<file path="config.mk">
export PLATFORM = sky130hd
export DESIGN_NAME = load_store_unit
export DESIGN_NICKNAME = d
export VERILOG_FILES = /design/src/hw/lsu_pkg.sv /design/src/hw/lsu_bus_if.sv /design/src/hw/lsu_core_port.sv /design/src/hw/lsu_stream_gen.sv /design/src/hw/lsu_bus_arbiter.sv /design/src/hw/load_store_unit.sv
export VERILOG_INCLUDE_DIRS = /design/src /design/src/hw
export SDC_FILE = /design/constraint.sdc
export NUM_CORES = 1
export LEC_CHECK = 0
export BUFFER_PORTS_ARGS = -buffer_cell sky130_fd_sc_hd__buf_2
export CORE_MARGIN = 2
export CORE_UTILIZATION = 25
export DETAILED_ROUTE_END_ITERATION = 12
export MAX_ROUTING_LAYER = met4
export PLACE_DENSITY_LB_ADDON = 0.2
export SLEW_MARGIN = 20
export SYNTH_ARGS = -nofsm -noshare
export SYNTH_HDL_FRONTEND = slang
export SYNTH_SLANG_ARGS = --single-unit
</file>
<file path="constraint.sdc">
create_clock -name clk -period 4.6 [get_ports clk]
set_input_delay 0.46 -clock clk [delete_from_list [all_inputs] [get_ports clk]]
set_output_delay 0.46 -clock clk [all_outputs]
set_load 0.02 [all_outputs]
</file>
<file path="src/hw/lsu_consts.svh">
/*
 * widths and limits shared by the load/store unit
 * data bus width, byte enables, outstanding depth, stream length
 */

`ifndef LSU_CONSTS_SVH
`define LSU_CONSTS_SVH

// bus data and address width
`define LSU_DATA_W 32

// one enable per byte lane
`define LSU_BE_W 4

`define LSU_DEPTH 2  // max outstanding bus transactions
`define LSU_CNT_W 2  // wide enough to hold LSU_DEPTH

// stream word count width
`define LSU_LEN_W 16

`endif

</file>
<file path="src/hw/lsu_pkg.sv">
/*
 * load/store unit types
 * access size, load extension mode, stream FSM states
 */

package lsu_pkg;

  // access size as decoded by the execute stage
  typedef enum logic [1:0] {
    SIZE_WORD = 2'b00,
    SIZE_HALF = 2'b01,
    SIZE_BYTE = 2'b10
  } size_e;

  // how the upper bits of a narrow load are filled
  typedef enum logic [1:0] {
    EXT_ZERO = 2'b00,  // zero fill
    EXT_SIGN = 2'b01,  // copy msb of the loaded lane
    EXT_ONES = 2'b10   // fill with ones
  } ext_e;

  // stream address generator states
  typedef enum logic [1:0] {
    ST_IDLE  = 2'b00,
    ST_ISSUE = 2'b01,  // requesting words
    ST_DRAIN = 2'b10   // all issued, waiting for returns
  } stream_state_e;

endpackage

</file>
<file path="src/hw/lsu_bus_if.sv">
/*
 * one requester's view of the shared data bus
 * requester and arbiter modports
 */

`include "lsu_consts.svh"

interface lsu_bus_if;

  // address phase, driven by the requester
  logic                   req;
  logic [`LSU_DATA_W-1:0] addr;
  logic                   we;
  logic [`LSU_BE_W-1:0]   be;
  logic [`LSU_DATA_W-1:0] wdata;

  // grant and response phase, driven by the arbiter
  logic                   gnt;
  logic                   rvalid;
  logic [`LSU_DATA_W-1:0] rdata;

  modport requester (
    output req, addr, we, be, wdata,
    input  gnt, rvalid, rdata
  );

  modport arbiter (
    input  req, addr, we, be, wdata,
    output gnt, rvalid, rdata
  );

endinterface

</file>
<file path="src/hw/lsu_core_port.sv">
/*
 * execute-stage access path of the load/store unit
 * address gen, byte enables, store rotation, misalign check, load extraction
 */

`include "lsu_consts.svh"

module lsu_core_port (
  input  logic                   clk,
  input  logic                   rst_n,
  input  logic                   ex_req_i,
  input  logic                   ex_we_i,
  input  logic                   addr_incr_i,
  input  lsu_pkg::size_e         ex_size_i,
  input  lsu_pkg::ext_e          ex_ext_i,
  input  logic [`LSU_DATA_W-1:0] op_a_i,
  input  logic [`LSU_DATA_W-1:0] op_b_i,
  input  logic [`LSU_DATA_W-1:0] ex_wdata_i,
  input  logic [1:0]             reg_offset_i,
  output logic                   ready_ex_o,
  output logic                   misaligned_o,
  output logic                   wb_valid_o,
  output logic [`LSU_DATA_W-1:0] wb_rdata_o,
  lsu_bus_if.requester           bus
);

  logic [`LSU_DATA_W-1:0] addr;
  logic [1:0]             wdata_offset;
  logic                   pend_q;        // one access in flight from this port
  logic                   accept;

  // captured at acceptance for the response
  lsu_pkg::size_e         size_q;
  lsu_pkg::ext_e          ext_q;
  logic [1:0]             offset_q;
  logic                   we_q;

  logic [`LSU_DATA_W-1:0] lane;          // response shifted down to the addressed lane
  logic                   fill_h;
  logic                   fill_b;

  ////////////////////////////////////////////////////////////
  // address phase

  assign addr = addr_incr_i ? (op_a_i + op_b_i) : op_a_i;

  // word needs offset 0, half must not straddle the word
  assign misaligned_o = ex_req_i &&
                        (((ex_size_i == lsu_pkg::SIZE_WORD) && (addr[1:0] != 2'b00)) ||
                         ((ex_size_i == lsu_pkg::SIZE_HALF) && (addr[1:0] == 2'b11)));

  assign bus.req  = ex_req_i && !misaligned_o && !pend_q;  // wait for previous response
  assign bus.addr = addr;
  assign bus.we   = ex_we_i;
  assign accept   = bus.req && bus.gnt;

  assign ready_ex_o = !ex_req_i || misaligned_o || accept;

  always_comb begin
    case (ex_size_i)
      lsu_pkg::SIZE_WORD: bus.be = 4'b1111;
      lsu_pkg::SIZE_HALF: bus.be = 4'b0011 << addr[1:0];  // offsets 0..2 only
      default:            bus.be = 4'b0001 << addr[1:0];
    endcase
  end

  // rotate register lanes onto memory lanes
  assign wdata_offset = addr[1:0] - reg_offset_i;

  always_comb begin
    case (wdata_offset)
      2'b00:   bus.wdata = ex_wdata_i;
      2'b01:   bus.wdata = {ex_wdata_i[23:0], ex_wdata_i[31:24]};
      2'b10:   bus.wdata = {ex_wdata_i[15:0], ex_wdata_i[31:16]};
      default: bus.wdata = {ex_wdata_i[7:0], ex_wdata_i[31:8]};
    endcase
  end

  ////////////////////////////////////////////////////////////
  // response phase

  always_ff @(posedge clk, negedge rst_n) begin
    if (!rst_n) begin
      pend_q <= 1'b0;
    end else if (accept) begin
      pend_q <= 1'b1;
    end else if (bus.rvalid) begin
      pend_q <= 1'b0;  // never both, accept needs !pend_q
    end
  end

  always_ff @(posedge clk) begin
    if (accept) begin
      size_q   <= ex_size_i;
      ext_q    <= ex_ext_i;
      offset_q <= addr[1:0];
      we_q     <= ex_we_i;
    end
  end

  assign lane = bus.rdata >> {offset_q, 3'b000};

  always_comb begin
    case (ext_q)
      lsu_pkg::EXT_SIGN: begin
        fill_h = lane[15];
        fill_b = lane[7];
      end
      lsu_pkg::EXT_ONES: begin
        fill_h = 1'b1;
        fill_b = 1'b1;
      end
      default: begin  // zero extension
        fill_h = 1'b0;
        fill_b = 1'b0;
      end
    endcase
  end

  always_comb begin
    case (size_q)
      lsu_pkg::SIZE_WORD: wb_rdata_o = bus.rdata;  // always aligned here
      lsu_pkg::SIZE_HALF: wb_rdata_o = {{16{fill_h}}, lane[15:0]};
      default:            wb_rdata_o = {{24{fill_b}}, lane[7:0]};
    endcase
  end

  assign wb_valid_o = bus.rvalid && !we_q;  // stores end silently

  // misaligned accesses never reach the bus
  a_no_req_misaligned : assert property (@(posedge clk) disable iff (!rst_n)
    misaligned_o |-> !bus.req);

  // arbiter routes a response here only for our own access
  a_rvalid_owned : assert property (@(posedge clk) disable iff (!rst_n)
    bus.rvalid |-> pend_q);

endmodule

</file>
<file path="src/hw/lsu_stream_gen.sv">
/*
 * streaming word-read address generator
 * run counters against a latched length, issue/drain FSM
 */

`include "lsu_consts.svh"

module lsu_stream_gen (
  input  logic                   clk,
  input  logic                   rst_n,
  input  logic                   stream_start_i,
  input  logic [`LSU_DATA_W-1:0] stream_base_i,
  input  logic [`LSU_LEN_W-1:0]  stream_len_i,
  output logic                   stream_rvalid_o,
  output logic                   stream_done_o,
  output logic [`LSU_DATA_W-1:0] stream_rdata_o,
  lsu_bus_if.requester           bus
);

  lsu_pkg::stream_state_e state_q, state_d;
  logic [`LSU_LEN_W-1:0]  len_q;
  logic [`LSU_LEN_W-1:0]  issue_cnt_q;   // reads accepted so far
  logic [`LSU_LEN_W-1:0]  ret_cnt_q;     // words returned so far
  logic [`LSU_DATA_W-1:0] addr_q;
  logic                   done_q;
  logic                   start;
  logic                   accept;
  logic                   last_issue;
  logic                   last_ret;

  assign start      = stream_start_i && (state_q == lsu_pkg::ST_IDLE);
  assign accept     = bus.req && bus.gnt;
  assign last_issue = accept && (issue_cnt_q + 1'b1 == len_q);
  assign last_ret   = bus.rvalid && (ret_cnt_q + 1'b1 == len_q);

  always_comb begin
    state_d = state_q;
    case (state_q)
      lsu_pkg::ST_IDLE:  if (start && (stream_len_i != '0)) state_d = lsu_pkg::ST_ISSUE;
      lsu_pkg::ST_ISSUE: if (last_issue) state_d = lsu_pkg::ST_DRAIN;
      lsu_pkg::ST_DRAIN: if (last_ret) state_d = lsu_pkg::ST_IDLE;
      default:           state_d = lsu_pkg::ST_IDLE;
    endcase
  end

  always_ff @(posedge clk, negedge rst_n) begin
    if (!rst_n) begin
      state_q     <= lsu_pkg::ST_IDLE;
      issue_cnt_q <= '0;
      ret_cnt_q   <= '0;
      done_q      <= 1'b0;
    end else begin
      state_q <= state_d;
      // empty run finishes at once, otherwise on the last return
      done_q  <= (start && (stream_len_i == '0)) ||
                 ((state_q == lsu_pkg::ST_DRAIN) && last_ret);
      if (start) begin
        issue_cnt_q <= '0;
        ret_cnt_q   <= '0;
      end else begin
        if (accept) issue_cnt_q <= issue_cnt_q + 1'b1;
        if (bus.rvalid) ret_cnt_q <= ret_cnt_q + 1'b1;
      end
    end
  end

  always_ff @(posedge clk) begin
    if (start) begin
      len_q  <= stream_len_i;
      addr_q <= stream_base_i;
    end else if (accept) begin
      addr_q <= addr_q + `LSU_DATA_W'(4);  // next word
    end
  end

  // word reads only
  assign bus.req   = (state_q == lsu_pkg::ST_ISSUE);
  assign bus.addr  = addr_q;
  assign bus.we    = 1'b0;
  assign bus.be    = '1;
  assign bus.wdata = '0;

  assign stream_rvalid_o = bus.rvalid;
  assign stream_rdata_o  = bus.rdata;
  assign stream_done_o   = done_q;

endmodule

</file>
<file path="src/hw/lsu_bus_arbiter.sv">
/*
 * fixed-priority arbiter for the shared data bus
 * outstanding counter, owner queue, in-order response routing
 */

`include "lsu_consts.svh"

module lsu_bus_arbiter (
  input  logic                   clk,
  input  logic                   rst_n,
  input  logic                   data_gnt_i,
  input  logic                   data_rvalid_i,
  input  logic [`LSU_DATA_W-1:0] data_rdata_i,
  output logic                   data_req_o,
  output logic                   data_we_o,
  output logic                   busy_o,
  output logic [`LSU_DATA_W-1:0] data_addr_o,
  output logic [`LSU_DATA_W-1:0] data_wdata_o,
  output logic [`LSU_BE_W-1:0]   data_be_o,
  lsu_bus_if.arbiter             core_bus,
  lsu_bus_if.arbiter             stream_bus
);

  logic [`LSU_CNT_W-1:0] cnt_q, next_cnt;
  logic                  count_up;
  logic                  count_down;
  logic                  can_issue;
  logic                  sel_core;
  logic                  lock_q;         // address phase waiting for gnt
  logic                  lock_core_q;    // owner of that address phase
  logic [`LSU_DEPTH-1:0] owner_q;        // 1 = core, 0 = stream
  logic                  wr_ptr_q;
  logic                  rd_ptr_q;
  logic                  head_core;

  ////////////////////////////////////////////////////////////
  // request side

  // full unless a response frees a slot this cycle
  assign can_issue = (cnt_q != `LSU_CNT_W'(`LSU_DEPTH)) || data_rvalid_i;

  // core wins, but an ungranted phase keeps its owner
  assign sel_core = lock_q ? lock_core_q : core_bus.req;

  assign data_req_o   = (sel_core ? core_bus.req : stream_bus.req) && can_issue;
  assign data_addr_o  = sel_core ? core_bus.addr  : stream_bus.addr;
  assign data_we_o    = sel_core ? core_bus.we    : stream_bus.we;
  assign data_be_o    = sel_core ? core_bus.be    : stream_bus.be;
  assign data_wdata_o = sel_core ? core_bus.wdata : stream_bus.wdata;

  assign core_bus.gnt   = data_gnt_i && data_req_o && sel_core;
  assign stream_bus.gnt = data_gnt_i && data_req_o && !sel_core;

  always_ff @(posedge clk, negedge rst_n) begin
    if (!rst_n) begin
      lock_q      <= 1'b0;
      lock_core_q <= 1'b0;
    end else begin
      lock_q      <= data_req_o && !data_gnt_i;
      lock_core_q <= sel_core;
    end
  end

  ////////////////////////////////////////////////////////////
  // outstanding counter

  assign count_up   = data_req_o && data_gnt_i;
  assign count_down = data_rvalid_i;

  always_comb begin
    unique case ({count_up, count_down})
      2'b10:   next_cnt = cnt_q + 1'b1;
      2'b01:   next_cnt = cnt_q - 1'b1;
      default: next_cnt = cnt_q;  // idle, or one in and one out
    endcase
  end

  ////////////////////////////////////////////////////////////
  // owner queue and response routing

  always_ff @(posedge clk, negedge rst_n) begin
    if (!rst_n) begin
      cnt_q    <= '0;
      wr_ptr_q <= 1'b0;
      rd_ptr_q <= 1'b0;
    end else begin
      cnt_q <= next_cnt;
      if (count_up) wr_ptr_q <= !wr_ptr_q;
      if (count_down) rd_ptr_q <= !rd_ptr_q;
    end
  end

  always_ff @(posedge clk) begin
    if (count_up) owner_q[wr_ptr_q] <= sel_core;
  end

  assign head_core = owner_q[rd_ptr_q];  // oldest outstanding

  assign core_bus.rvalid   = data_rvalid_i && head_core;
  assign stream_bus.rvalid = data_rvalid_i && !head_core;
  assign core_bus.rdata    = data_rdata_i;
  assign stream_bus.rdata  = data_rdata_i;

  assign busy_o = (cnt_q != '0) || core_bus.req || stream_bus.req;

  a_cnt_max : assert property (@(posedge clk) disable iff (!rst_n)
    cnt_q <= `LSU_CNT_W'(`LSU_DEPTH));

  a_no_spurious_rvalid : assert property (@(posedge clk) disable iff (!rst_n)
    data_rvalid_i |-> (cnt_q != '0));

  a_addr_phase_known : assert property (@(posedge clk) disable iff (!rst_n)
    data_req_o |-> !$isunknown({data_addr_o, data_we_o, data_be_o}));

endmodule

</file>
<file path="src/hw/load_store_unit.sv">
/*
 * load/store unit top level
 * core port and stream generator sharing one data bus via the arbiter
 */

`include "lsu_consts.svh"

module load_store_unit (
  input  logic                   clk,
  input  logic                   rst_n,
  // execute stage
  input  logic                   ex_req_i,
  input  logic                   ex_we_i,
  input  logic                   addr_incr_i,
  input  lsu_pkg::size_e         ex_size_i,
  input  lsu_pkg::ext_e          ex_ext_i,
  input  logic [`LSU_DATA_W-1:0] op_a_i,
  input  logic [`LSU_DATA_W-1:0] op_b_i,
  input  logic [`LSU_DATA_W-1:0] ex_wdata_i,
  input  logic [1:0]             reg_offset_i,
  output logic                   ready_ex_o,
  output logic                   misaligned_o,
  // write-back
  output logic                   wb_valid_o,
  output logic [`LSU_DATA_W-1:0] wb_rdata_o,
  // stream requester
  input  logic                   stream_start_i,
  input  logic [`LSU_DATA_W-1:0] stream_base_i,
  input  logic [`LSU_LEN_W-1:0]  stream_len_i,
  output logic                   stream_rvalid_o,
  output logic                   stream_done_o,
  output logic [`LSU_DATA_W-1:0] stream_rdata_o,
  // data bus
  output logic                   data_req_o,
  input  logic                   data_gnt_i,
  input  logic                   data_rvalid_i,
  output logic [`LSU_DATA_W-1:0] data_addr_o,
  output logic                   data_we_o,
  output logic [`LSU_BE_W-1:0]   data_be_o,
  output logic [`LSU_DATA_W-1:0] data_wdata_o,
  input  logic [`LSU_DATA_W-1:0] data_rdata_i,
  output logic                   busy_o
);

  lsu_bus_if core_bus ();    // core port side
  lsu_bus_if stream_bus ();  // stream side

  lsu_core_port i_core_port (
    .clk          (clk),
    .rst_n        (rst_n),
    .ex_req_i     (ex_req_i),
    .ex_we_i      (ex_we_i),
    .addr_incr_i  (addr_incr_i),
    .ex_size_i    (ex_size_i),
    .ex_ext_i     (ex_ext_i),
    .op_a_i       (op_a_i),
    .op_b_i       (op_b_i),
    .ex_wdata_i   (ex_wdata_i),
    .reg_offset_i (reg_offset_i),
    .ready_ex_o   (ready_ex_o),
    .misaligned_o (misaligned_o),
    .wb_valid_o   (wb_valid_o),
    .wb_rdata_o   (wb_rdata_o),
    .bus          (core_bus.requester)
  );

  lsu_stream_gen i_stream_gen (
    .clk             (clk),
    .rst_n           (rst_n),
    .stream_start_i  (stream_start_i),
    .stream_base_i   (stream_base_i),
    .stream_len_i    (stream_len_i),
    .stream_rvalid_o (stream_rvalid_o),
    .stream_done_o   (stream_done_o),
    .stream_rdata_o  (stream_rdata_o),
    .bus             (stream_bus.requester)
  );

  lsu_bus_arbiter i_bus_arbiter (
    .clk           (clk),
    .rst_n         (rst_n),
    .data_gnt_i    (data_gnt_i),
    .data_rvalid_i (data_rvalid_i),
    .data_rdata_i  (data_rdata_i),
    .data_req_o    (data_req_o),
    .data_we_o     (data_we_o),
    .busy_o        (busy_o),
    .data_addr_o   (data_addr_o),
    .data_wdata_o  (data_wdata_o),
    .data_be_o     (data_be_o),
    .core_bus      (core_bus.arbiter),
    .stream_bus    (stream_bus.arbiter)
  );

endmodule

</file>
After elaboration in Yosys (flattened, before gate mapping)
Cells that the tools add are included.

Output and inout bits: 140. Input bits: 190. Bits in latches: 0. Register bits: 99. Memory bits (read-only): 0. Word-level logic and storage cells: 128. Memories: 0. RAM bits: 0.

Add/subtract/negate cells: 7. Order comparisons: 3. Shift operators: 3. Multiplexer cells: 30. Bitwise operators: 0. Equality and inequality tests: 17. Reduce and logical (&&, ||, !) cells: 51. Divide/modulo/power cells: 0. Multipliers: 0.

Operators with widths (count): 32-bit two-way mux (5); 32-bit case mux with 3 select lines (1); 16-bit two-way mux (4); 32-bit case mux with 2 select lines (1); 16-bit by 1-bit adder with 16-bit output, second input constant (2); 32-bit by 3-bit adder with 32-bit output, second input constant (1); 32-bit adder (1); 16-bit equality test (2); 32-bit by 5-bit right shift with 16-bit output (1); 1-bit logical AND (22); 16-bit zero test (1); 16-bit nonzero test (1); 2-bit by 1-bit equality test with 1-bit output, second input constant (6); 2-bit nonzero test (6); 2-bit equality test, second input constant (5); 1-bit zero test (9); 2-bit zero test (4); 1-bit two-way mux (8); 4-bit case mux with 2 select lines (1); 1-bit logical OR (7); 2-bit two-way mux (3); 2-bit inequality test, second input constant (3); 2-bit case mux with 3 select lines (1); 1-bit by 2-bit < comparator with 1-bit output, second input constant (2); 13 further kinds (14).

Depth between registers and ports, before layout
Word-level depth: 18. Mapped depth: 15. Mapped depth without buffers: 14.

Hierarchy
A second synthesis with hierarchy kept.

Cell total of the unflattened synthesis: 1259. Area, all modules: 11373.4 µm².

Modules (own cells, without submodules): lsu_stream_gen (cells each 578, times used 1, area an instance 5391.4 µm², sequential area each 2317.2 µm²); lsu_core_port (cells each 507, times used 1, area an instance 3932.5 µm², sequential area each 235.2 µm²); lsu_bus_arbiter (cells each 174, times used 1, area an instance 2049.5 µm², sequential area each 210.2 µm²).

Worst setup path before layout
OpenSTA, ideal clock, no wires.

Path type: in2out. Start point: in op_a_i[0]. End point: out data_wdata_o[5]. Stages on the path: 10. Buffers on the path: 2. Arrival time: 3.019 ns. Data required time: 4.140 ns. Path slack: 1.121 ns. Path through: ha_1 inv_1 fa_1 nand2b_1 and2_1 buf_2 xnor2_2 buf_2 mux4_2 and2_1.

Cells in the longest elaborated chain, start to end: 11. Elaborated cells between the ends (all ways): 18. Those cells by class: 2 x add/sub; 3 x eq/ne; 4 x mux; 9 x reduce/logical.

Ends and longest elaborated chain: start, declared (line load_store_unit.sv:17) `` input logic [`LSU_DATA_W-1:0] op_a_i, ``; 32-bit adder (line lsu_core_port.sv:45) `assign addr = addr_incr_i ? (op_a_i + op_b_i) : op_a_i;`; 32-bit two-way mux * (line lsu_core_port.sv:45); branches (longest 8 deep; another with 2-bit subtractor); 32-bit two-way mux * (line lsu_bus_arbiter.sv:49) `assign data_wdata_o = sel_core ? core_bus.wdata : stream_bus.wdata;`; end, declared (line load_store_unit.sv:40) `` output logic [`LSU_DATA_W-1:0] data_wdata_o, ``.

Every way passes the cells marked *.

Worst setup path after layout
Start point: in op_a_i[0]. End point: out data_addr_o[30].

Cells in the longest elaborated chain, start to end: 11. Elaborated cells between the ends (all ways): 13. Those cells by class: 1 x add/sub; 1 x eq/ne; 3 x mux; 8 x reduce/logical.

Ends and longest elaborated chain: 32-bit adder (line lsu_core_port.sv:45); 32-bit two-way mux * (line lsu_core_port.sv:45); 2-bit equality test / 2-bit nonzero test (equally long branches) (line lsu_core_port.sv:50, lsu_core_port.sv:49); 1-bit logical AND, on equally long branches (line lsu_core_port.sv:50, lsu_core_port.sv:49); 1-bit logical OR (line lsu_core_port.sv:49) `(((ex_size_i == lsu_pkg::SIZE_WORD) && (addr[1:0] != 2'b00)) ||`; 1-bit logical AND (line lsu_core_port.sv:48) `assign misaligned_o = ex_req_i &&`; 1-bit zero test (line lsu_core_port.sv:52) `assign bus.req = ex_req_i && !misaligned_o && !pend_q;`; 1-bit logical AND (2 in series) (line lsu_core_port.sv:52); 1-bit two-way mux (line lsu_bus_arbiter.sv:43) `assign sel_core = lock_q ? lock_core_q : core_bus.req;`; 32-bit two-way mux * (line lsu_bus_arbiter.sv:46) `assign data_addr_o = sel_core ? core_bus.addr : stream_bus.addr;`; end, declared (line load_store_unit.sv:37) `` output logic [`LSU_DATA_W-1:0] data_addr_o, ``.

Every way passes the cells marked *; elsewhere a longest branch is shown, timed or not.

==> metrics.txt <==
H-tree depth reported by CTS 3; CTS root buf clkbuf_16; post-CTS sizing 0; minimum clock period 4.01 ns; VDD IR-drop max 0.191 mV; Cell Pwr Density 442 nW/um2; Setup WS post-layout 0.590 ns; synthesized flop and latch total 99; pin count of the biggest net entering global routing 67; Top FF cell, synth edfxtp_1; Setup Buffers After CTS 0; CTS tree done; Skew-Pair Late Insertion Delay 0.36 ns; Post-Route WL 34.0 mm; Syn Std Cell Area 9680 um2; reg2reg setup slack 1.36 ns; Worst Path Required 4.14 ns; clock sinks 99; warnings from Yosys 0; clock edge transition at the registers on the reported setup and hold paths 0.08 ns; pre-CTS setup slack 0.525 ns; DRC viols 0; nets 1,624; Die W 201 um; R2R cell count 9; ANT nets after route 0; layout cell share with drive strength beyond 1 0.299; Worst Path Class, Setup in -> out; GRT Overall Usage 0.170; Final Total Pwr 5.29 mW; PortBufs 329; Clock Skews 0.0134 ns; initial drt markers 497; post-synthesis cell type count 73; setup TNS 0 ns; hpwl dp 27.3 mm; RSZ-0062 raised after global routing false; Async SR Flop Fraction 0.424; CTS Buf Count 9; post-route clock period utilization 0.872; top-level I/O count 330; Initial Utilization 0.252; first-pass GRT wire length 52.9 mm; DR WL/cell 17.7 um; Final Hold Fails 0; CP Max Fanout 66; cts hold-fix bufs 0; Die H 201 um; Slew @ Worst Pin 0.861 ns; Hold WC Path Type in -> async; area grow syn2layout 23.6%; vias after detailed routing 9,461; Syn Area/Cell 8.58 um2; outcome finished clean; 1st-pass router iterations 5; Worst Path Arrival 3.55 ns; Die Area 40,300 um2; Leak 5.31 nW; sequential share of the synthesized area 0.285; Synthesized Nets 1,357; Mapped Cells 1,128; slew margin rel. 0.426; reg2reg start i_stream_gen.ret_cnt_q[0]$_DFFE_PN0P_; initial antenna violation count 7; DR top layer met4; Max Cap Viol 0; max-slew violations 0; vias in the first global route 9,213; core area 38,500 um2; Routed met1 length 15.3 mm; gr ovfl total 0; average vias per placed instance 4.91; Placer Congestion 0.861; final setup fails 0; f_max 249 MHz; CP Capture Type output pin; Reg-to-Reg End i_stream_gen.stream_done_o$_DFF_PN0_; Met3 Wirelength 1.56 mm; WL met2 16.7 mm; CP startpoint kind input port; number of synthesized flops with an enable pin 57; clk buf depth 2; Site Rows 72
[layout by cell type (no fill, tap or decap), types with 13 or more instances in the layout]
cell,n
dfrtp_1,42
nand4_1,16
o21ai_0,106
inv_1,21
a21oi_1,65
nand2_1,121
nand3_1,39
o31ai_1,13
nor2b_1,13
and3_1,27
xor2_1,60
buf_4,17
buf_2,328
ha_1,37
nor2_1,91
xnor2_1,56
a21o_1,32
mux4_2,32
and2_1,39
mux2i_1,20
edfxtp_1,57
[final cells by class]
cell class / instances / area (um2)
well taps: 518 / 648
clock buffers: 9 / 225
flip-flops and latches: 99 / 2760
inverters: 25 / 97.6
multi-input cells: 915 / 6350
repair buffers: 345 / 1770
clock inverters: 7 / 93.8
fillers: 4170 / 26500
diodes: 8 / 20.0
[synthesized netlist by cell type (all sizes together) (38+ instances only)]
cell type	n	area share
xor2	60	0.054
and2	39	0.025
o21ai	111	0.057
dfrtp	42	0.11
nand2	121	0.047
xnor2	57	0.052
a21oi	65	0.034
edfxtp	57	0.18
buf	52	0.037
ha	38	0.049
nor2	93	0.036
nand3	39	0.020
[layer usage]
metal / track usage / vias to the layer above
li1: - / 4616
met1: 0.216 / 4521
met2: 0.285 / 294
met3: 0.0268 / 30
met4: 0.0423 / 0
met5: - / -
[worst max path at each step]
stage	from	endpoint	slack [ns]	cells after the start
floorplan	op_a_i[0]	data_wdata_o[5]	1.12	10
global placement	op_b_i[0]	data_addr_o[30]	0.58	13
detailed placement	op_a_i[0]	data_wdata_o[6]	0.52	10
CTS	op_a_i[0]	data_wdata_o[6]	0.51	10
global route	op_a_i[0]	data_addr_o[19]	0.30	13
finish	op_a_i[0]	data_addr_o[30]	0.59	13
[state kept, by name (all words and copies together), names as in the netlist]
name and cells:
i_stream_gen.issue_cnt_q 16, i_core_port.offset_q 2, i_bus_arbiter.lock_q 1, i_core_port.we_q 1
i_stream_gen.bus.addr 32, i_core_port.ext_q 2, i_core_port.size_q 2, i_stream_gen.ret_cnt_q 16
i_bus_arbiter.owner_q 2, i_bus_arbiter.wr_ptr_q 1, i_core_port.pend_q 1, i_stream_gen.len_q 16
i_stream_gen.stream_done_o 1, i_bus_arbiter.rd_ptr_q 1, i_bus_arbiter.cnt_q 2, i_stream_gen.state_q 2
i_bus_arbiter.lock_core_q 1
[critical path, stage by stage]
cell	delay, ns
buf_2	0.10
ha_1	0.20
inv_1	0.07
fa_1	0.47
nand2b_1	0.14
a31oi_1	0.10
o21ba_1	0.20
or3b_4	0.40
o21a_4	0.22
inv_4	0.47
nand2_1	0.28
o22ai_1	0.22
buf_2	0.19
[cell families (layout without fill, tap and decap cells)]
| family | count (synthesis) | in the layout | synth area share |
|---|---|---|---|
| other | 0 | 8 | 0 |
| buffers and inverters | 114 | 386 | 0.0613 |
| adder cells (fa/ha/maj) | 39 | 39 | 0.0512 |
| AO/OA/AOI/OAI | 294 | 294 | 0.187 |
| AND/OR/NAND/NOR | 406 | 406 | 0.205 |
| multiplexers | 59 | 59 | 0.104 |
| flip-flops | 99 | 99 | 0.285 |
| XOR/XNOR | 117 | 117 | 0.107 |
[report_power, final]
group / internal [mW] / switching (mW)
Sequential: 1.30 / 0.315
Clock: 0.394 / 0.418
Combinational: 1.07 / 1.78
[through the flow]
stage | util | area [um2] | std cells | hold WS, ns
3_3_place_gp | 0.302 | 11600 | 1902 | 0.474
2_1_floorplan | - | 9680 | 1128 | 0.164
5_1_grt | 0.311 | 12000 | 1925 | 0.123
3_5_place_dp | 0.302 | 11600 | 1902 | 0.474
4_1_cts | 0.310 | 11900 | 1918 | 0.238
6_report | 0.311 | 12000 | 1926 | 0.0888
No activity file was read; power rests on OpenSTA's default activity.
